==> src/ray_pkg.sv <==
package ray_pkg;

    // fraction bits of the Q16.16 format
    localparam int q_bits = 16;

    // signed Q16.16 coordinate or truncated product
    typedef logic signed [31:0] coord_t;

    // element 0 is x, 1 is y, 2 is z
    typedef coord_t [2:0] vec3_t;

    // full product before rescaling
    typedef logic signed [63:0] wide_t;

    // saturation limits of the result
    localparam coord_t t_max = 32'sh7fff_ffff;
    localparam coord_t t_min = 32'sh8000_0000;

    // default depth of the pair FIFO
    localparam int pair_depth = 4;

    // dividend bits walked by the divider, |num| << q_bits
    localparam int div_bits = $bits(coord_t) + q_bits;

    typedef enum logic [1:0] {
        idle,
        run,
        hold
    } div_state_t;

endpackage
==> src/operand_if.sv <==
`timescale 1ns/1ps

interface operand_if import ray_pkg::*; ();

    coord_t num;
    coord_t den;
    logic   wr_en;
    logic   full;
    logic   rd_en;
    logic   empty;

    // producer into the pair FIFO
    modport writer (output num, den, wr_en, input full);

    // FIFO write side
    modport fifo_push (input num, den, wr_en, output full);

    // FIFO read side, show-ahead
    modport fifo_pop (output num, den, empty, input rd_en);

    // consumer out of the pair FIFO
    modport reader (input num, den, empty, output rd_en);

endinterface

==> src/hit_pair_fifo.sv <==
`timescale 1ns/1ps

module hit_pair_fifo import ray_pkg::*; #(
    parameter int depth = pair_depth
) (
    input logic clock,
    input logic rst_n,
    operand_if.fifo_push wr_side,
    operand_if.fifo_pop  rd_side
);

    coord_t num_mem [depth];
    coord_t den_mem [depth];

    logic [$clog2(depth)-1:0] wr_ptr;
    logic [$clog2(depth)-1:0] rd_ptr;
    logic [$clog2(depth):0]   count;
    logic                     do_wr;
    logic                     do_rd;

    assign do_rd = rd_side.rd_en && !rd_side.empty;
    // a write into a full buffer is fine when the head leaves on the same edge
    assign do_wr = wr_side.wr_en && (!wr_side.full || do_rd);

    assign wr_side.full  = (count == ($clog2(depth) + 1)'(depth));
    assign rd_side.empty = (count == '0);

    // show-ahead head entry
    assign rd_side.num = num_mem[rd_ptr];
    assign rd_side.den = den_mem[rd_ptr];

    always_ff @(posedge clock) begin
        if (do_wr) begin
            num_mem[wr_ptr] <= wr_side.num;
            den_mem[wr_ptr] <= wr_side.den;
        end
    end

    always_ff @(posedge clock) begin
        if (!rst_n) begin
            wr_ptr <= '0;
            rd_ptr <= '0;
            count  <= '0;
        end else begin
            if (do_wr) begin
                wr_ptr <= wr_ptr + 1'b1;
            end
            if (do_rd) begin
                rd_ptr <= rd_ptr + 1'b1;
            end
            case ({do_wr, do_rd})
                2'b10:   count <= count + 1'b1;
                2'b01:   count <= count - 1'b1;
                default: count <= count;
            endcase
        end
    end

    a_count_in_range: assert property (
        @(posedge clock) disable iff (!rst_n)
        count <= ($clog2(depth) + 1)'(depth)
    ) else $error("pair FIFO occupancy above depth");

endmodule

==> src/flat_wrapper.sv <==
// flat-port wrapper written by rule: the top's interface ports become plain ports
module hit_pair_fifo_flat import ray_pkg::*;
#(
    parameter int depth = pair_depth
)
  (clock, rst_n, wr_side_num, wr_side_den, wr_side_wr_en, wr_side_full, rd_side_num, rd_side_den, rd_side_empty, rd_side_rd_en);
  operand_if wr_side_i ();
  operand_if rd_side_i ();
  input logic clock;
  input logic rst_n;
  input wire logic [$bits(wr_side_i.num)-1:0] wr_side_num;
  input wire logic [$bits(wr_side_i.den)-1:0] wr_side_den;
  input wire logic [$bits(wr_side_i.wr_en)-1:0] wr_side_wr_en;
  output wire logic [$bits(wr_side_i.full)-1:0] wr_side_full;
  output wire logic [$bits(rd_side_i.num)-1:0] rd_side_num;
  output wire logic [$bits(rd_side_i.den)-1:0] rd_side_den;
  output wire logic [$bits(rd_side_i.empty)-1:0] rd_side_empty;
  input wire logic [$bits(rd_side_i.rd_en)-1:0] rd_side_rd_en;
  assign wr_side_i.num = wr_side_num;
  assign wr_side_i.den = wr_side_den;
  assign wr_side_i.wr_en = wr_side_wr_en;
  assign wr_side_full = wr_side_i.full;
  assign rd_side_num = rd_side_i.num;
  assign rd_side_den = rd_side_i.den;
  assign rd_side_empty = rd_side_i.empty;
  assign rd_side_i.rd_en = rd_side_rd_en;
  hit_pair_fifo #(.depth(depth)) u_core (.clock(clock), .rst_n(rst_n), .wr_side(wr_side_i), .rd_side(rd_side_i));
endmodule
==> config.mk <==
export PLATFORM = sky130hd
export DESIGN_NAME = hit_pair_fifo_flat
export DESIGN_NICKNAME = d
export VERILOG_FILES = /design/src/ray_pkg.sv /design/src/operand_if.sv /design/src/hit_pair_fifo.sv /design/src/flat_wrapper.sv
export SDC_FILE = /design/constraint.sdc
export NUM_CORES = 1
export LEC_CHECK = 0
export ABC_AREA = 1
export BUFFER_PORTS_ARGS = -buffer_cell sky130_fd_sc_hd__buf_2
export CORE_UTILIZATION = 30
export DETAILED_ROUTE_END_ITERATION = 8
export GPL_TIMING_DRIVEN = 0
export PLACE_DENSITY = 0.52
export SYNTH_ARGS = -nofsm -noshare
export SYNTH_HDL_FRONTEND = slang
export SYNTH_SLANG_ARGS = --single-unit
export TNS_END_PERCENT = 50
==> constraint.sdc <==
create_clock -name clock -period 4.2 [get_ports clock]
set_input_delay 0.42 -clock clock [delete_from_list [all_inputs] [get_ports clock]]
set_output_delay 0.42 -clock clock [all_outputs]
set_load 0.005 [all_outputs]
### After elaboration in Yosys (flattened, before gate mapping)

Memory sizes are Yosys's and may differ from the RTL's. A register that Yosys moved wholly into a read port is not among the register bits.
Cells that the tools add are included.

* bits in registers: 7
* memory bits (writable): 256
* input bits: 68
* output and inout port bits: 66
* memories: 2

Memory list
* u_core.den_mem: depth 4, width 32, read ports 1, clocked after Yosys merged registers in 1, wr ports 1, RTL line hit_pair_fifo.sv:13 `coord_t den_mem [depth];`
* u_core.num_mem: depth 4, width 32, read ports 1, clocked after Yosys merged registers in 1, wr ports 1, RTL line hit_pair_fifo.sv:12 `coord_t num_mem [depth];`

* add/subtract/negate cells: 4
* eq/ne operators: 3
* muxes and demuxes: 7
* reduce and logical (&&, ||, !) cells: 7

Operators by type and width (number)
* 2-bit two-way mux: 4
* 3-bit one-hot mux with 2 select lines: 1
* 2-bit by 1-bit adder with 2-bit output, second input constant: 2
* 3-bit by 1-bit adder with 3-bit output, second input constant: 1
* 3-bit == test, second input constant: 1
* 3-bit logical NOT: 1
* 3-bit by 1-bit subtractor with 3-bit output, second input constant: 1
* 2-bit by 1-bit == test with 1-bit output, second input constant: 1
* 2-bit == test, second input constant: 1
* 1-bit logical AND: 2
* 1-bit logical NOT: 2
* 1-bit two-way mux: 2
* 2-bit nonzero test: 1
* 1-bit logical OR: 1

### Logic depth before layout (Yosys ltp)

* depth after elaboration: 7
* depth in mapped cells: 13
* mapped depth without buffers: 13

### Worst setup path after synthesis

OpenSTA, ideal clock, no wires.

* path type: input -> register
* start point: input rd_side_rd_en
* end point: memory u_core.den_mem[0][0] (netlist name), enable pin
* library setup time: 486 ps
* data arrival time: 3397 ps
* data required time: 3714 ps
* slack: 316 ps
* cell stages on the path: 4
* buffers on the path: 0
* cell sequence: inv_1 > nand3_1 > nand2_1 > nor2_1

* longest elaborated chain between the ends: 5

Ends and longest elaborated chain
* from (decl): RTL line flat_wrapper.sv:18 `input wire logic [$bits(rd_side_i.rd_en)-1:0] rd_side_rd_en;`
* 1-bit logical AND: RTL line hit_pair_fifo.sv:21 `assign do_rd = rd_side.rd_en && !rd_side.empty;`
* 1-bit logical OR: RTL line hit_pair_fifo.sv:23 `assign do_wr = wr_side.wr_en && (!wr_side.full || do_rd);`
* 1-bit logical AND: RTL line hit_pair_fifo.sv:23
* 1-bit two-way mux: RTL line hit_pair_fifo.sv:33 `if (do_wr) begin`
* 1-bit two-way mux (not written as such): RTL line hit_pair_fifo.sv:35 `den_mem[wr_ptr] <= wr_side.den;`
* to (decl): RTL line hit_pair_fifo.sv:13

No other way between the ends.

==> results by stage <==
Status:
- The run finished with clean final reports.

Synth:
- The count of synthesis-stage warnings from yosys is 0.
- The adder and majority cell fraction of the synthesized area is 0.826%.
- The cell area after synthesis is between 0.009 and 0.01 sq mm.
- The post-synth net total is about 770.
- The fraction of synthesized area in multiplexers is 0%.
- The xor and xnor fraction of the mapped netlist area is 0%.
- By area, the combinational part of the netlist is dominated by compound AO/OA/AOI/OAI gates.
- The synthesized design contains roughly 270 register bits.
- The compound-cell area share of the yosys netlist is a little over a tenth.
- Yosys mapped the design onto 20 distinct sky130hd cell types.
- The number of standard cells after synthesis is 693.
- Summing the sequential cell areas from Yosys gives between 70% and 80% of the chip area.
- Dividing the synthesized area by the synthesized cell count gives between 10 and 15 sq um.
- The simple-gate area share of the yosys netlist is under 10%.

CTS:
- Counting every sink on the clock net gives 265.
- The number of clock buffers added by TritonCTS is 30.
- The clock transition at the registers of the reported paths is 0.06 ns.
- Once the clock tree was built, the setup fixing pass inserted 0 buffers.
- The TritonCTS clock tree is yes.
- The clock root buffer master is sky130_fd_sc_hd__clkbuf_16.
- The post-cts repair resize count is 0.
- The later pin in the worst-skew pair is clocked with a latency of around 0.54 ns.
- The worst-case clock buffer depth is 3.
- In this run the number of H-tree levels came out at 1.
- The number of hold buffers added after CTS was 0.

Worst setup path:
- Of all nets on the critical path, the largest fanout is 10.
- Data arrives at the worst endpoint at around 2.1 ns.
- The critical path capture point type is a primary output.
- The kind of start point of the critical path is a flop.
- The type of the setup path with the least slack is reg -> out.
- The critical path contains buffers and inverters numbering 3 combined.
- In this design, the stage delay of the slowest critical-path cell is ~0.42 ns.
- Walking the worst path, the cells encountered are clkinv_1, clkbuf_1, o21ai_1, o22ai_1, buf_2.
- Data on the critical path is required at its endpoint by 3.78 ns.
- Among cell families on the critical path, the largest total delay comes from buffers and inverters.
- The slowest stage cell on the critical path is sky130_fd_sc_hd__clkinv_1.

Global route:
- The number of global-route vias before repair was between 5000 and 6000.
- Entering global routing, the biggest net connects 26 pins.
- The overall global routing resource usage is around 14%.
- The total overflow reported by the global router is 0.
- The initial antenna violation count is 1.
- The first global-routing pass estimated around 35000 microns of wire.

Timing:
- For this run, the top clock speed supported by timing is 0.392 GHz.
- The worst slack on hold paths is about 0.09 ns.
- For the final database, setup skew stands at between 0.008 and 0.009 ns.
- The routed design could run at a clock period as short as ~2.6 ns.
- The final-report hold violation count is 0.
- The transition time of the tightest slew-check pin is 0.843 ns.
- Setup violations remaining at the end of the flow were counted as 0.
- The worst max-slew margin expressed relative to the limit is a little over two fifths.
- The final critical path takes up ~61% of the cycle.
- Setup repair after global routing left no endpoint under its margin.
- The count of pins over their slew limit came to 0.

Pwr:
- The power per cell area is slightly below 600 mW/mm^2.
- The worst-case IR drop observed on VDD is about 0.3 mV.
- For this design the static power due to leakage is between 4 and 5 nW.

Worst hold path:
- The kind of path behind the tightest hold check is in -> reg.

Placement:
- Buffers placed on the I/O ports in this run total between 100 and 150.
- The post-detailed-placement cell area is approximately 0.011 sq mm.
- The number of placed instances, taps included, is 1276.
- The HPWL after detailed placement is ~15000 microns.
- The global placement routability congestion is roughly 0.70.

Route:
- The count of antenna-violating nets left after detailed routing is 0.
- The final routed wire length divided by cell count is around 18 microns.
- The number of DRC violations after detailed routing is 0.
- The iteration-0 DRC count of the detailed router is about 330.
- The total via count after detailed routing is between 6000 and 7000.
- The pre-antenna-repair detailed-routing pass consisted of 6 iterations.
- In the routed layout, each cell is associated on average with a via count of 4.58.
- The final layout contains routed wiring with a total length of ~24000 microns.

Cells and area:
- The final cell area excluding filler cells is about 0.012 sq mm.
- The net count reported at finish is 940.
- The count of placed standard cells in the final layout, fillers left out is roughly 1300.
- In the final layout, the share of cells above drive strength 1 is about a quarter.
- The area growth from synthesis to layout is 23.7%.
- The filler cell count is roughly 3200.

Floorplan:
- The initial core utilization is 30.6%.
- The total area inside the core boundary comes to 0.0327 sq mm.
- The floorplan has 66 rows.
- Measured along the y axis, the die boundary spans 185 microns.
- The area of the die is around 0.034 sq mm.
- Measured along the x axis, the die boundary spans ~180 microns.
- During I/O placement, the number of pins put on the boundary was about 130.

Run:
- The number of max-cap violations is 0.
==> sequential cells by signal, indices dropped and copies added, names as in the netlist, named ones only <==
register and flops:
u_core.count 3, u_core.rd_ptr 2, u_core.num_mem 128, u_core.wr_ptr 2
u_core.den_mem 128
==> power by group <==
group          internal, mW  leakage, nW  switching (mW)  total [mW]
combinational         0.569         1.45           0.962        1.53
clock                  1.54        0.464           0.973        2.51
sequential             3.09         2.42          0.0484        3.14
==> cell usage after synthesis <==
master                       n  area share [%]
sky130_fd_sc_hd__inv_2       1           0.038
sky130_fd_sc_hd__buf_2       1           0.050
sky130_fd_sc_hd__nor3_1      1           0.050
sky130_fd_sc_hd__edfxtp_1  256              77
sky130_fd_sc_hd__nand2_1    14            0.53
sky130_fd_sc_hd__inv_1      19            0.71
sky130_fd_sc_hd__o21ai_1    56             2.8
sky130_fd_sc_hd__clkbuf_1   18            0.68
sky130_fd_sc_hd__ha_1        5            0.63
sky130_fd_sc_hd__dfxtp_1     9             1.8
sky130_fd_sc_hd__o22ai_1    64             4.0
sky130_fd_sc_hd__clkinv_1    1           0.038
sky130_fd_sc_hd__fa_1        1            0.20
sky130_fd_sc_hd__o21ai_0    74             3.7
sky130_fd_sc_hd__buf_6      13             1.5
sky130_fd_sc_hd__a21oi_1     5            0.25
sky130_fd_sc_hd__nor2_1    140             5.3
sky130_fd_sc_hd__nand3_1     6            0.30
sky130_fd_sc_hd__buf_4       6            0.45
sky130_fd_sc_hd__clkbuf_2    3            0.15
==> worst paths after layout <==
check                           slack, ns                     startpoint                               to  cells after the start
worst min-delay path                 0.09                wr_side_den[25]  u_core.den_mem[3][25]$_DFFE_PP_                      1
worst max-delay path                 1.65                           flop                  rd_side_num[19]                      5
worst min register to register       0.51  u_core.rd_ptr[1]$_SDFFE_PN0P_    u_core.rd_ptr[1]$_SDFFE_PN0P_                      2
worst max register to register       1.98   u_core.count[1]$_SDFFE_PN0P_   u_core.den_mem[2][4]$_DFFE_PP_                      5
==> stage by stage <==
stage | util [%] | setup TNS (ns) | setup WS, ns | total power [mW]
2_1_floorplan | - | 0 | 0.316 | 4.04
3_3_place_gp | 34.3 | -599.52 | -2.54 | 4.76
3_5_place_dp | 34.9 | 0 | 1.80 | 4.77
4_1_cts | 37.8 | 0 | 1.58 | 7.30
5_1_grt | 37.8 | 0 | 1.43 | 7.57
6_report | 37.8 | 0 | 1.65 | 7.18
==> cell families (layout without fill, tap and decap cells) <==
kind of cell,count (synthesis),in the layout
DFF,265,265
AOI/OAI and AO/OA,199,199
and+or+nand+nor,161,161
buffers and inverters,62,259
adders and majority gates,6,6
other,0,1
==> final cells by class <==
type / instances / area, sq um / area share [%]
Timing Repair Buffer: 141 / 826 / 6.68
Clock buffer: 45 / 828 / 6.70
Tap cell: 442 / 553 / 4.47
Multi-Input combinational cell: 366 / 1800 / 14.6
Inverter: 21 / 78.8 / 0.637
Buffer: 41 / 279 / 2.26
Sequential cell: 265 / 7870 / 63.6
Clock inverter: 11 / 130 / 1.05
Antenna cell: 1 / 2.50 / 0.0202
==> placed cells by master (no fill, tap or decap), types with 14 or more instances in the layout <==
master,count
sky130_fd_sc_hd__buf_2,134
sky130_fd_sc_hd__clkbuf_1,32
sky130_fd_sc_hd__clkbuf_16,31
sky130_fd_sc_hd__edfxtp_1,256
sky130_fd_sc_hd__inv_1,19
sky130_fd_sc_hd__nand2_1,14
sky130_fd_sc_hd__nor2_1,136
sky130_fd_sc_hd__o21ai_0,74
sky130_fd_sc_hd__o21ai_1,56
sky130_fd_sc_hd__o22ai_1,64
==> layer usage <==
metal | wire length, microns | track usage [%] | vias to the layer above
met1 | 10700 | 19.4 | 2962
met5 | 11 | 0 | -
met2 | 10900 | 21.9 | 159
met3 | 1640 | 3.18 | 41
li1 | - | - | 2941
met4 | 427 | 3.63 | 2
Note: power is estimated with default switching activity, not from simulation.
