[src/ray_pkg.sv]
package ray_pkg;

    // fraction bits of the Q16.16 format
    localparam int q_bits = 16;

    // signed Q16.16 coordinate or truncated product
    typedef logic signed [31:0] coord_t;

    // element 0 is x, 1 is y, 2 is z
    typedef coord_t [2:0] vec3_t;

    // full product before rescaling
    typedef logic signed [63:0] wide_t;

    // saturation limits of the result
    localparam coord_t t_max = 32'sh7fff_ffff;
    localparam coord_t t_min = 32'sh8000_0000;

    // default depth of the pair FIFO
    localparam int pair_depth = 4;

    // dividend bits walked by the divider, |num| << q_bits
    localparam int div_bits = $bits(coord_t) + q_bits;

    typedef enum logic [1:0] {
        idle,
        run,
        hold
    } div_state_t;

endpackage
[src/operand_if.sv]
`timescale 1ns/1ps

interface operand_if import ray_pkg::*; ();

    coord_t num;
    coord_t den;
    logic   wr_en;
    logic   full;
    logic   rd_en;
    logic   empty;

    // producer into the pair FIFO
    modport writer (output num, den, wr_en, input full);

    // FIFO write side
    modport fifo_push (input num, den, wr_en, output full);

    // FIFO read side, show-ahead
    modport fifo_pop (output num, den, empty, input rd_en);

    // consumer out of the pair FIFO
    modport reader (input num, den, empty, output rd_en);

endinterface

[src/hit_divider.sv]
`timescale 1ns/1ps

module hit_divider import ray_pkg::*; (
    input  logic   clock,
    input  logic   rst_n,
    operand_if.reader pop,
    output coord_t t_out,
    output logic   out_empty,
    input  logic   out_rd_en
);

    div_state_t state;

    logic [$clog2(div_bits)-1:0] cnt;
    logic [div_bits-1:0]         acc;
    logic [div_bits-1:0]         acc_next;
    logic [div_bits-1:0]         q_src;
    logic [31:0]                 rem;
    logic [31:0]                 rem_next;
    logic [31:0]                 dmag;
    logic [31:0]                 num_mag;
    logic [31:0]                 den_mag;
    logic [32:0]                 trial;
    logic                        neg;
    logic                        num_neg;
    logic                        den_zero;
    logic                        last_step;
    logic                        done;
    logic                        res_free;
    logic                        res_valid;
    wide_t                       q_wide;
    coord_t                      res_next;
    coord_t                      res;

    assign pop.rd_en = (state == idle) && !pop.empty;

    always_comb begin
        num_mag = pop.num[31] ? -pop.num : pop.num;
        den_mag = pop.den[31] ? -pop.den : pop.den;
    end

    // one restoring step per run cycle
    always_comb begin
        trial = {rem, acc[div_bits-1]};
        if (trial >= {1'b0, dmag}) begin
            rem_next = 32'(trial - {1'b0, dmag});
            acc_next = {acc[div_bits-2:0], 1'b1};
        end else begin
            rem_next = trial[31:0];
            acc_next = {acc[div_bits-2:0], 1'b0};
        end
    end

    assign last_step = (state == run) && (cnt == ($clog2(div_bits))'(div_bits - 1));
    assign done      = last_step || (state == hold);
    assign res_free  = !res_valid || out_rd_en;

    // on the last step the quotient is still in flight
    assign q_src = (state == run) ? acc_next : acc;

    always_comb begin
        q_wide = wide_t'(q_src);
        if (neg) begin
            q_wide = -q_wide;
        end
        if (den_zero) begin
            res_next = num_neg ? t_min : t_max;
        end else if (q_wide > wide_t'(t_max)) begin
            res_next = t_max;
        end else if (q_wide < wide_t'(t_min)) begin
            res_next = t_min;
        end else begin
            res_next = coord_t'(q_wide);
        end
    end

    always_ff @(posedge clock) begin
        if (!rst_n) begin
            state     <= idle;
            cnt       <= '0;
            res_valid <= 1'b0;
        end else begin
            case (state)
                idle: begin
                    if (pop.rd_en) begin
                        state <= run;
                        cnt   <= '0;
                    end
                end
                run: begin
                    cnt <= cnt + 1'b1;
                    if (last_step) begin
                        state <= res_free ? idle : hold;
                    end
                end
                hold: begin
                    if (res_free) begin
                        state <= idle;
                    end
                end
                default: state <= idle;
            endcase

            if (done && res_free) begin
                res_valid <= 1'b1;
            end else if (out_rd_en) begin
                res_valid <= 1'b0;
            end
        end
    end

    // operand capture and datapath
    always_ff @(posedge clock) begin
        if (pop.rd_en) begin
            acc      <= {num_mag, {q_bits{1'b0}}};
            rem      <= '0;
            dmag     <= den_mag;
            neg      <= pop.num[31] ^ pop.den[31];
            num_neg  <= pop.num[31];
            den_zero <= (pop.den == '0);
        end else if (state == run) begin
            acc <= acc_next;
            rem <= rem_next;
        end

        if (done && res_free) begin
            res <= res_next;
        end
    end

    assign t_out     = res;
    assign out_empty = !res_valid;

    // popped pair must start a division on the next cycle
    a_pop_from_idle: assert property (
        @(posedge clock) disable iff (!rst_n)
        pop.rd_en |-> (state == idle && !pop.empty) ##1 (state == run)
    ) else $error("pair popped outside idle or division not started");

endmodule

[src/flat_wrapper.sv]
// flat-port wrapper written by rule: the top's interface ports become plain ports
module hit_divider_flat import ray_pkg::*;
  (clock, rst_n, t_out, out_empty, out_rd_en, pop_num, pop_den, pop_empty, pop_rd_en);
  operand_if pop_i ();
  input  logic clock;
  input  logic rst_n;
  output coord_t t_out;
  output logic out_empty;
  input  logic out_rd_en;
  input wire logic [$bits(pop_i.num)-1:0] pop_num;
  input wire logic [$bits(pop_i.den)-1:0] pop_den;
  input wire logic [$bits(pop_i.empty)-1:0] pop_empty;
  output wire logic [$bits(pop_i.rd_en)-1:0] pop_rd_en;
  assign pop_i.num = pop_num;
  assign pop_i.den = pop_den;
  assign pop_i.empty = pop_empty;
  assign pop_rd_en = pop_i.rd_en;
  hit_divider u_core (.clock(clock), .rst_n(rst_n), .pop(pop_i), .t_out(t_out), .out_empty(out_empty), .out_rd_en(out_rd_en));
endmodule
[config.mk]
export PLATFORM = sky130hd
export DESIGN_NAME = hit_divider_flat
export DESIGN_NICKNAME = d
export VERILOG_FILES = /design/src/ray_pkg.sv /design/src/operand_if.sv /design/src/hit_divider.sv /design/src/flat_wrapper.sv
export SDC_FILE = /design/constraint.sdc
export NUM_CORES = 1
export LEC_CHECK = 0
export BUFFER_PORTS_ARGS = -buffer_cell sky130_fd_sc_hd__buf_4
export CAP_MARGIN = 0
export CORE_MARGIN = 3
export CORE_UTILIZATION = 40
export DETAILED_ROUTE_END_ITERATION = 8
export PLACE_DENSITY_LB_ADDON = 0.05
export SLEW_MARGIN = 5
export SYNTH_ARGS = -nofsm -noshare
export SYNTH_HDL_FRONTEND = slang
export SYNTH_SLANG_ARGS = --single-unit
export TNS_END_PERCENT = 20
[constraint.sdc]
create_clock -name clock -period 7.3 [get_ports clock]
set_input_delay 1.095 -clock clock [delete_from_list [all_inputs] [get_ports clock]]
set_output_delay 1.095 -clock clock [all_outputs]
set_load 0.02 [all_outputs]
# Word level (Yosys, flattened, before mapping)

Cells that the tools add are included.

Register bits: 156
Input bits: 68
Output and inout port bits: 34
Logic and storage cells: 60

Add/sub/neg operators: 5
$lt $le $gt $ge: 3
Eq/ne operators: 6
Mux-type cells: 20
Bitwise gates (word level): 1
Reductions and logical operators: 13

Operator list:

| kind                 | count |
|---|---|
| $mux 32              | 6 |
| $mux 48              | 2 |
| $gt 64x32->1 const B | 1 |
| $lt 64x32->1 const B | 1 |
| $mux 64              | 1 |
| $neg 32->32          | 2 |
| $neg 48->64          | 1 |
| $ge 33x32->1         | 1 |
| $logic_not 32->1     | 1 |
| $sub 32x32->32       | 1 |
| $mux 31              | 1 |
| $pmux 6 s2           | 1 |
| $mux 2               | 4 |
| $add 6x1->6 const B  | 1 |
| $eq 6x6->1 const B   | 1 |
| $mux 6               | 1 |
| $pmux 2 s3           | 1 |
| $ne 2x1->1 const B   | 2 |
| $reduce_bool 2->1    | 2 |
| $logic_and 1x1->1    | 3 |
| $mux 1               | 3 |
| $reduce_and 3->1     | 1 |
| $eq 2x1->1 const B   | 1 |
| $eq 2x2->1 const B   | 1 |
| 6 further kinds      | 8 |

# Depth between registers and ports, before layout

Gate-level depths: netlist of the first run.

Depth in word-level cells: 9
Mapped depth: 24
Depth with buffers taken out: 22

# Worst setup path before layout of the first run

OpenSTA, ideal clock, no wires.

Path type: flip-flop to flip-flop
Start point: register u_core.dmag[18]
End point: register u_core.res[24] (netlist: u_core.t_out[24]), data pin
Library setup time: 0.165 ns
Arrival: 5.117 ns
Required time: 7.135 ns
Setup slack: 2.018 ns
Stages on the path, launching flop included: 24
Path buffers: 2
Clock period less this slack: 5.282 ns
Cells stage by stage: edfxtp_1 inv_1 ha_1 a211oi_1 o21bai_1 a21oi_1 o21bai_1 a2111o_1 o22ai_1 clkbuf_1 nand2_1 o21ai_0 ha_1 nand3_1 nor3_2 nand3_2 nor3_1 o22ai_1 a221oi_1 nand4_1 or4_1 o31a_1 buf_6 o31ai_2

Word-level cells in the longest chain between the ends: 9
Elaborated cells on any way between the ends: 10
Classes of those cells: add/sub (1); order compare (3); mux (6)

Ends and longest elaborated chain:

| what                          | RTL line           | RTL |
|---|---|---|
| start, declared               | hit_divider.sv:20  | `logic [31:0] dmag;` |
| start signal, assigned        | hit_divider.sv:117 | `dmag <= den_mag;` |
| $ge 33x32->1 (*)              | hit_divider.sv:45  | `if (trial >= {1'b0, dmag}) begin` |
| $mux 1 (*)                    | hit_divider.sv:45  |  |
| $mux 48 (*)                   | hit_divider.sv:59  | `assign q_src = (state == run) ? acc_next : acc;` |
| $neg 48->64                   | hit_divider.sv:64  | `q_wide = -q_wide;` |
| $mux 64 (*)                   | hit_divider.sv:63  | `if (neg) begin` |
| $lt 64x32->1                  | hit_divider.sv:70  | `end else if (q_wide < wide_t'(t_min)) begin` |
| $mux 32                       | hit_divider.sv:70  |  |
| $mux 32 (*)                   | hit_divider.sv:68  | `end else if (q_wide > wide_t'(t_max)) begin` |
| $mux 32 (*)                   | hit_divider.sv:66  | `if (den_zero) begin` |
| named net u_core.res_next[24] | hit_divider.sv:32  | `coord_t res_next;` |
| end signal, assigned          | hit_divider.sv:127 | `res <= res_next;` |
| end, declared                 | hit_divider.sv:33  | `coord_t res;` |

The timed path passes the listed nets; every way through them passes the cells marked *.
A chain may end at the register's enable or synchronous reset.

# Final worst setup path of the first run

Start point: register u_core.dmag[26]
End point: register u_core.res[27] (netlist: u_core.t_out[27]), data pin

Same word-level chain as after synthesis.

==> results of run 1 <==
==> routing by layer <==
metal	vias to the layer above	global-route usage	part of all wire	wire length [um]
li1	4951	-	-	-
met1	4527	0.302	0.53	15300
met2	168	0.311	0.43	12400
met3	26	0.0339	0.034	987
met4	0	0.0427	0.011	328
met5	-	0	0	0
==> sequential cells by signal (all words and copies together) (netlist names) <==
register	count
u_core.dmag	32
u_core.num_neg	1
u_core.neg	1
u_core.cnt	6
u_core.state	2
u_core.t_out	32
u_core.den_zero	1
u_core.acc	48
u_core.res_valid	1
u_core.rem	32
==> layout by cell type (no fill, tap or decap), types with 5 or more instances in the layout <==
| cell type | Yosys | final |
|---|---|---|
| o31ai_1 | 21 | 21 |
| a21oi_1 | 117 | 117 |
| xor2_1 | 21 | 21 |
| buf_4 | 0 | 112 |
| o22ai_1 | 11 | 10 |
| nand4_1 | 15 | 15 |
| o41ai_1 | 9 | 9 |
| a21o_1 | 18 | 18 |
| or3_1 | 14 | 13 |
| mux2i_1 | 18 | 18 |
| nand2b_1 | 15 | 14 |
| dfxtp_1 | 89 | 89 |
| inv_1 | 54 | 54 |
| xnor2_1 | 91 | 91 |
| or4_1 | 16 | 16 |
| and3_1 | 7 | 7 |
| a21boi_0 | 15 | 15 |
| a31oi_1 | 16 | 16 |
| or2_2 | 5 | 5 |
| nor3_1 | 32 | 32 |
| nand3_1 | 51 | 51 |
| and2_1 | 11 | 11 |
| a221o_1 | 5 | 5 |
| nor2b_1 | 7 | 5 |
| o21ai_0 | 126 | 126 |
| a211oi_1 | 12 | 12 |
| clkbuf_16 | 0 | 17 |
| nand2_1 | 122 | 122 |
| edfxtp_1 | 67 | 67 |
| ha_1 | 36 | 36 |
| nor2_1 | 132 | 132 |
| nor4_1 | 13 | 13 |
==> logic make-up after synthesis <==
group | after synthesis | share of synthesized area
XOR/XNOR | 112 | 0.0912
buffers and inverters | 123 | 0.0440
AND/OR/NAND/NOR | 475 | 0.223
flip-flops | 156 | 0.353
multiplexers | 19 | 0.0178
adder cells (fa/ha/maj) | 37 | 0.0438
AO/OA/AOI/OAI | 399 | 0.228
==> worst register-to-register path, stage by stage, from the launching register on <==
cell,delay [ns]
edfxtp_1,0.32
inv_1,0.04
ha_1,0.36
a21o_1,0.20
a21o_1,0.17
a31oi_1,0.17
o21ai_0,0.23
a2111o_1,0.45
o22ai_4,0.12
nand2_1,0.10
o21ai_0,0.21
ha_1,0.28
nand3_1,0.21
nor3_2,0.43
nand3_2,0.27
nor3_1,0.29
o22ai_1,0.11
a221oi_1,0.33
nand4_1,0.11
or4_1,0.42
o31a_1,0.47
buf_8,0.25
o31ai_2,0.24
==> cell usage after synthesis, drive strengths merged, types with 21 or more instances <==
cell type	number	area (sq um)
ha	36	450
nor3	34	180
a21oi	118	594
clkbuf	54	204
o31ai	23	183
nand2	122	458
xor2	21	184
dfxtp	89	1780
inv	54	203
edfxtp	67	2010
nor2	132	495
xnor2	91	797
o21ai	129	653
nand3	53	275
==> layout make-up <==
type                            count  area [sq um]
Tap cell                          335           419
Inverter                           55           206
Sequential cell                   156          3790
Multi-Input combinational cell   1042          6520
Timing Repair Buffer              113           856
Clock inverter                     14           159
Fill cell                        2635         13800
Clock buffer                       18           429
==> report_power, final <==
part / total [mW] / switching [mW] / internal, mW
sequential: 1.04 / 0.0654 / 0.975
clock: 0.905 / 0.392 / 0.512
combinational: 0.561 / 0.342 / 0.218
total: 2.51 / 0.800 / 1.71
==> per-stage QoR <==
stage	hold WS, ns	util	cells	cell area (sq um)	power (mW)
6_report	0.484	0.472	1733	12400	2.51
5_1_grt	0.502	0.472	1733	12400	2.65
4_1_cts	0.482	0.472	1732	12400	2.53
3_5_place_dp	0.469	0.449	1700	11800	1.61
3_3_place_gp	0.465	0.449	1700	11800	1.61
2_1_floorplan	0.443	-	1321	10800	1.44
==> path summary, 6_finish.rpt <==
check,slack (ns),depth (start not counted),endpoint,startpoint
max reg2reg,1.33,22,u_core.t_out[27],u_core.dmag[26]
min reg2reg,0.48,2,u_core.rem[17],u_core.rem[17]
max,1.33,22,u_core.t_out[27],u_core.dmag[26]
min,0.48,2,u_core.rem[17],u_core.rem[17]
==> impl_metrics.tcl, run 1 <==
set metrics [dict create \
    die_w_um 170 \
    slowest_delay_ns 0.47 \
    grt_pass1_vias 9116 \
    nets 1490 \
    gp_congestion 0.883 \
    coreArea_sq_um 26200 \
    drv_cap 0 \
    dpl.hpwl_mm 20.7 \
    fmax_mhz 168 \
    leakage_nw 4.79 \
    drtIter0Drc 676 \
    tightest_slew_ns 0.897 \
    drive_gt1_frac 0.127 \
    die_area_sq_um 28900 \
    num_antenna_cells 0 \
    avgRoutedWirePerCell_um 16.7 \
    setup-violations-final 0 \
    root_buffer "clkbuf_16" \
    maxSlewHeadroom 0.397 \
    post-place-ws_ns 1.27 \
    fin_crit_ns 5.97 \
    hp-class "reg -> reg" \
    firstDrtPassIters 5 \
    cp_num_buf_inv 2 \
    yosysWarnings 0 \
    cts_resized 0 \
    cpLargestDelayFamily "compound AO/OA/AOI/OAI gates" \
    totalWireLength_mm 29.0 \
    grt_first_pass_wirelength_mm 47.7 \
    hold_viol 0 \
    finalSetupTns_ns 0 \
    clock_skew_ns 0.0146 \
    clock_latency_ns 0.43 \
    drc 0 \
    worstSetupEndpointType "flip-flop" \
    port_buffers 101 \
    avgSynthCellArea_sq_um 8.14 \
    postLayoutSetupSlackWorst_ns 1.33 \
    slowest_stage "o31a_1" \
    die_h_um 170 \
    async_flop_share 0 \
    cts.sinks 156 \
    vias 9672 \
    max-clock-path-buffers 2 \
    cts_tree "yes" \
    cts_hold_buf 0 \
    netlist_area_sq_um 10800 \
    ys_ff_latch 156 \
    cts_setup_buffers 0 \
    syn-num-nets 1426 \
    peakVddDrop_mv 0.160 \
    status "finished, final reports clean" \
    arrival_ns 6.22 \
    netlist_instances 1321 \
    power_per_cell_area_nw_per_um2 202 \
    initial_utilization 0.410 \
    rsz0062_at_grt "false" \
    final-max-slew-violation-count 0 \
    area_delta_synth_final_pct 15.2 \
    grt_max_degree 81 \
    htreeDepth 4 \
    cp-start-kind "flip-flop" \
    path_cells "inv_1 > ha_1 > a21o_1 > a21o_1 > a31oi_1 > o21ai_0 > a2111o_1 > o22ai_4 > nand2_1 > o21ai_0 > ha_1 > nand3_1 > nor3_2 > nand3_2 > nor3_1 > o22ai_1 > a221oi_1 > nand4_1 > or4_1 > o31a_1 > buf_8 > o31ai_2" \
    vias_per_cell 5.58 \
    ant_nets 0 \
    cp_max_fo 17 \
    rows 59 \
    cts_buffers 17 \
    path_clk_slew_ns 0.07 \
    ios 102 \
    overflow 0 \
    synth_ff_type "dfxtp_1" \
    synth_cell_type_count 79 \
    grt_util_all_layers 0.203 \
    required_ns 7.56 \
    synth_seq_area_share 0.353 \
    finalCritPeriodShare 0.817 \
    synth_edf_count 67 \
    critical_path_class "reg -> reg" \
    antenna_found_initial 0 \
]
No activity file was read; power rests on OpenSTA's default activity.
==> inputs of run 2 (changes only) <==
clock period = 5.9 ns   (was 7.3 ns; I/O delays follow)
==> run 2 against run 1 <==
Worst setup slack got worse by 0.97 ns. Register-to-register slack got worse by 0.97 ns. Highest routed layer unchanged. Non-clock buffer count increased by 5. Fmax increased by 7.7%. Via count increased by 1.5%. Hold slack got worse by 0.0073 ns. Die area unchanged. Clock power increased by 16%. Sequential power increased by 24%. Critical path depth increased by 1. Critical path type unchanged.
==> impl_metrics.tcl, run 2 (synthesis results as in run 1) <==
set metrics [dict create \
    dpl.hpwl_mm 21.2 \
    multi_input_area_sq_um 6560 \
    layout_commonest_cell "nor2_1" \
    finalNonFillerCells 1738 \
    leakage_nw 4.80 \
    cts.sinks 156 \
    regMostFlops "u_core.acc" \
    cts_hold_buf 0 \
    power_per_cell_area_nw_per_um2 245 \
    area_delta_synth_final_pct 15.5 \
    htreeDepth 4 \
    grt_max_degree 70 \
    drc 0 \
    seqCellArea_sq_um 3790 \
    largest_register_ffs 48 \
    cts_buffers 17 \
    finalSetupTns_ns 0 \
    ant_nets 0 \
    drtIter0Drc 797 \
    tightest_slew_ns 0.902 \
    power.share.combinational 0.235 \
    p_int_mw 2.07 \
    firstDrtPassIters 5 \
    final_cell_mix "132 x nor2_1, 126 x o21ai_0, 122 x nand2_1" \
    seq_power_share 0.422 \
    totalWireLength_mm 29.5 \
    rows 59 \
    status "finished, final reports clean" \
    cp-start-kind "flip-flop" \
    coreArea_sq_um 26200 \
    arrival_ns 5.80 \
    fin_crit_ns 5.54 \
    power_switching_mw 0.982 \
    placedCellCount 1705 \
    critical_path_class "reg -> reg" \
    cts_tree "yes" \
    finalCritPeriodShare 0.939 \
    final-max-slew-violation-count 0 \
    ios 102 \
    die_area_sq_um 28900 \
    hp-class "reg -> reg" \
    vias_per_cell 5.65 \
    grt_first_pass_wirelength_mm 48.1 \
    grt_util_all_layers 0.204 \
    grt_pass1_vias 8994 \
    nets 1495 \
    finalPower_mw 3.05 \
    die_w_um 170 \
    avgRoutedWirePerCell_um 16.9 \
    fmax_mhz 181 \
    clock_latency_ns 0.43 \
    hold_viol 0 \
    antenna_found_initial 0 \
    clkPwrFrac 0.344 \
    die_h_um 170 \
    path_clk_slew_ns 0.07 \
    maxSlewHeadroom 0.393 \
    overflow 0 \
    gp_congestion 0.893 \
    clock_skew_ns 0.0151 \
    vias 9815 \
    max-clock-path-buffers 2 \
    num_antenna_cells 0 \
    switching_share 0.322 \
    worstSetupEndpointType "flip-flop" \
    initial_utilization 0.410 \
    nFillCells 2595 \
    drive_gt1_frac 0.131 \
    setup-violations-final 0 \
    required_ns 6.17 \
    postLayoutSetupSlackWorst_ns 0.362 \
    peakVddDrop_mv 0.196 \
    port_buffers 101 \
    post-place-ws_ns 0.138 \
    cp_max_fo 31 \
    drv_cap 0 \
    root_buffer "clkbuf_16" \
]
==> run 2: changes by cell type in the layout (fill, tap and decap cells not counted), moves of 2 or more <==
cell        delta
a221oi_1       -2
a221oi_2       +2
buf_4          +5
clkinv_1       +3
clkinvlp_4     +2
inv_8          -2
==> run 2: timing repair <==
item,in CTS,in global routing
endpoints found under the setup margin,0,31
gates resized for setup,0,8
setup buffers,0,1
==> run 2: power by group through the flow <==
stage / sequential, mW / clock (mW) / combinational, mW
floorplan: 1.28 / 0 / 0.500
global placement: 1.31 / 0 / 0.692
detailed placement: 1.31 / 0 / 0.694
CTS: 1.28 / 1.07 / 0.698
global route: 1.30 / 1.12 / 0.798
finish: 1.29 / 1.05 / 0.715
==> run 2: worst paths after layout <==
path         depth (start not counted)          endpoint       startpoint  slack [ns]
max                                 23  u_core.t_out[27]  u_core.dmag[26]        0.36
min                                  1     u_core.cnt[3]    u_core.cnt[3]        0.48
max reg2reg                         23  u_core.t_out[27]  u_core.dmag[26]        0.36
min reg2reg                          1     u_core.cnt[3]    u_core.cnt[3]        0.48
==> run 2: area by class of cell <==
class | instances | area share
Tap cell | 335 | 0.0337
Inverter | 55 | 0.0166
Multi-Input combinational cell | 1042 | 0.528
Clock inverter | 14 | 0.00957
Clock buffer | 18 | 0.0345
Timing Repair Buffer | 118 | 0.0723
Sequential cell | 156 | 0.305
==> run 2: metal layers <==
metal | track usage | wire length (um) | up-vias
met2 | 0.315 | 13000 | 212
met1 | 0.308 | 14900 | 4628
met5 | 0 | 0 | -
met3 | 0.0274 | 1310 | 15
li1 | - | - | 4960
met4 | 0.0360 | 240 | 0
==> run 2: per-stage QoR <==
step / hold slack, ns / utilization / cell area [sq um]
finish: 0.477 / 0.474 / 12400
CTS: 0.483 / 0.472 / 12400
global placement: 0.465 / 0.451 / 11800
floorplan: 0.443 / - / 10800
global route: 0.503 / 0.474 / 12400
detailed placement: 0.472 / 0.451 / 11800
==> run 2: worst max-delay path: stages, from the launching register on <==
cell      delay, ns
edfxtp_1       0.33
inv_1          0.04
ha_1           0.35
a21o_1         0.20
a21o_1         0.17
a31oi_1        0.17
o21ai_0        0.24
a2111o_1       0.46
o22ai_4        0.13
nand2_1        0.09
o21ai_0        0.19
ha_2           0.30
nand3_2        0.17
or3_4          0.43
nand3b_4       0.18
o21ai_2        0.15
xnor2_1        0.10
nor3_1         0.23
and4_1         0.21
nand4_1        0.09
or4_1          0.42
o31a_1         0.25
buf_4          0.24
o31ai_2        0.26
==> inputs of run 3 (changes only) <==
clock period = 5.7 ns   (was 5.9 ns; I/O delays follow)
==> run 3 against run 2 <==
Flip-flop and latch count did not move. Via count rose by 0.25%. Non-clock buffer count grew 6. Design area grew 0.49%. Combinational power rose by 4.1%. Sequential power increased by 3%. Fmax increased by 4.1%. Clock power increased by 5%. Sequential share of layout area is 0.15 points lower.
==> impl_metrics.tcl, run 3 (synthesis results as in run 1) <==
set metrics [dict create \
    fmax_mhz 188 \
    initial_utilization 0.410 \
    vias_per_cell 5.64 \
    htreeDepth 4 \
    cts_buffers 17 \
    setup-violations-final 0 \
    root_buffer "clkbuf_16" \
    worstSetupEndpointType "flip-flop" \
    hold_viol 0 \
    firstDrtPassIters 7 \
    critical_path_class "reg -> reg" \
    cp-start-kind "flip-flop" \
    drive_gt1_frac 0.138 \
    gp_congestion 0.872 \
    grt_busiest_layer "met2" \
    leakage_nw 4.83 \
    status "finished, final reports clean" \
    grtUsageMet3 0.0253 \
    tightest_slew_ns 0.923 \
    num_antenna_cells 0 \
    maxSlewHeadroom 0.369 \
    ios 102 \
    postLayoutSetupSlackWorst_ns 0.379 \
    cts_hold_buf 0 \
    drc 0 \
    nets 1501 \
    avgRoutedWirePerCell_um 16.7 \
    fin_crit_ns 5.32 \
    max-clock-path-buffers 2 \
    grt_max_degree 70 \
    required_ns 5.95 \
    path_clk_slew_ns 0.06 \
    antenna_found_initial 0 \
    final_cell_mix "132 x nor2_1, 124 x o21ai_0, 123 x buf_4" \
    grt_first_pass_wirelength_mm 47.5 \
    grtUsageMet2 0.309 \
    port_buffers 101 \
    dpl.hpwl_mm 20.9 \
    totalWireLength_mm 29.1 \
    power_per_cell_area_nw_per_um2 254 \
    cts.sinks 156 \
    drv_cap 0 \
    largest_register_ffs 48 \
    vias 9840 \
    area_delta_synth_final_pct 16.1 \
    final-max-slew-violation-count 0 \
    die_area_sq_um 28900 \
    finalCritPeriodShare 0.934 \
    post-place-ws_ns 0.102 \
    finalSetupTns_ns 0 \
    layout_commonest_cell "nor2_1" \
    rsz0062_at_grt "false" \
    peakVddDrop_mv 0.192 \
    hp-class "reg -> reg" \
    clock_skew_ns 0.0132 \
    overflow 0 \
    grt_util_all_layers 0.201 \
    regMostFlops "u_core.acc" \
    drtIter0Drc 771 \
    met1_usage 0.302 \
    arrival_ns 5.57 \
    cp_max_fo 31 \
    grt_pass1_vias 9040 \
    cts_tree "yes" \
    rows 59 \
    clock_latency_ns 0.43 \
    ant_nets 0 \
    die_h_um 170 \
    die_w_um 170 \
    coreArea_sq_um 26200 \
]
==> run 3: cell count changes in the layout (fill, tap and decap cells not counted), sizes merged <==
| cell | delta |
|---|---|
| buf | +6 |
==> run 3: repair_timing <==
item,CTS,global route
buffers inserted,0,2
resized for setup,0,14
setup endpoints to repair,0,31
==> run 3: layer usage <==
layer  routed length, um  part of all wire
met1               15000              0.52
met2               12500              0.43
met3                1270             0.044
met4                 333             0.011
met5                   0                 0
==> run 3: where the power goes <==
| group | internal, mW | switching (mW) | total, mW |
|---|---|---|---|
| combinational | 0.296 | 0.447 | 0.744 |
| sequential | 1.25 | 0.0833 | 1.33 |
| clock | 0.612 | 0.486 | 1.10 |
| total | 2.16 | 1.02 | 3.17 |
==> run 3: cell type report <==
cell class	count	area (sq um)
Inverter	55	206
Tap cell	335	419
Multi-Input combinational cell	1042	6570
Fill cell	2628	13700
Timing Repair Buffer	124	935
Sequential cell	156	3790
Clock inverter	14	119
Clock buffer	18	439
==> run 3: through the flow <==
step                utilization  cell area (sq um)  std cells  total power [mW]  hold slack, ns
floorplan                     -              10800       1321              1.84           0.443
global placement          0.452              11900       1710              2.08           0.459
detailed placement        0.452              11900       1710              2.08           0.471
CTS                       0.474              12400       1742              3.18           0.480
global route              0.476              12500       1744              3.34           0.500
finish                    0.476              12500       1744              3.17           0.477
==> run 3: final timing paths <==
| check | from | depth (start not counted) | end | slack [ns] |
|---|---|---|---|---|
| worst max-delay path | u_core.dmag[18] | 23 | u_core.t_out[3] | 0.38 |
| worst min-delay path | u_core.rem[19] | 2 | u_core.rem[19] | 0.48 |
| worst max register to register | u_core.dmag[18] | 23 | u_core.t_out[3] | 0.38 |
| worst min register to register | u_core.rem[19] | 2 | u_core.rem[19] | 0.48 |
==> run 3: worst max-delay path: stages, from the launching register on <==
cell      delay [ns]
edfxtp_1        0.32
inv_1           0.04
ha_1            0.32
a211oi_1        0.23
o21bai_1        0.11
a21oi_1         0.25
o21bai_1        0.15
a2111o_1        0.44
o22ai_4         0.14
nand2_1         0.10
o21ai_1         0.16
ha_2            0.25
nand3_2         0.15
or3_4           0.43
nand3b_4        0.18
o21ai_2         0.14
xnor2_1         0.10
nor3_1          0.19
and4_1          0.20
nand4_1         0.08
or4_1           0.41
o31a_1          0.24
buf_4           0.24
o31ai_1         0.27
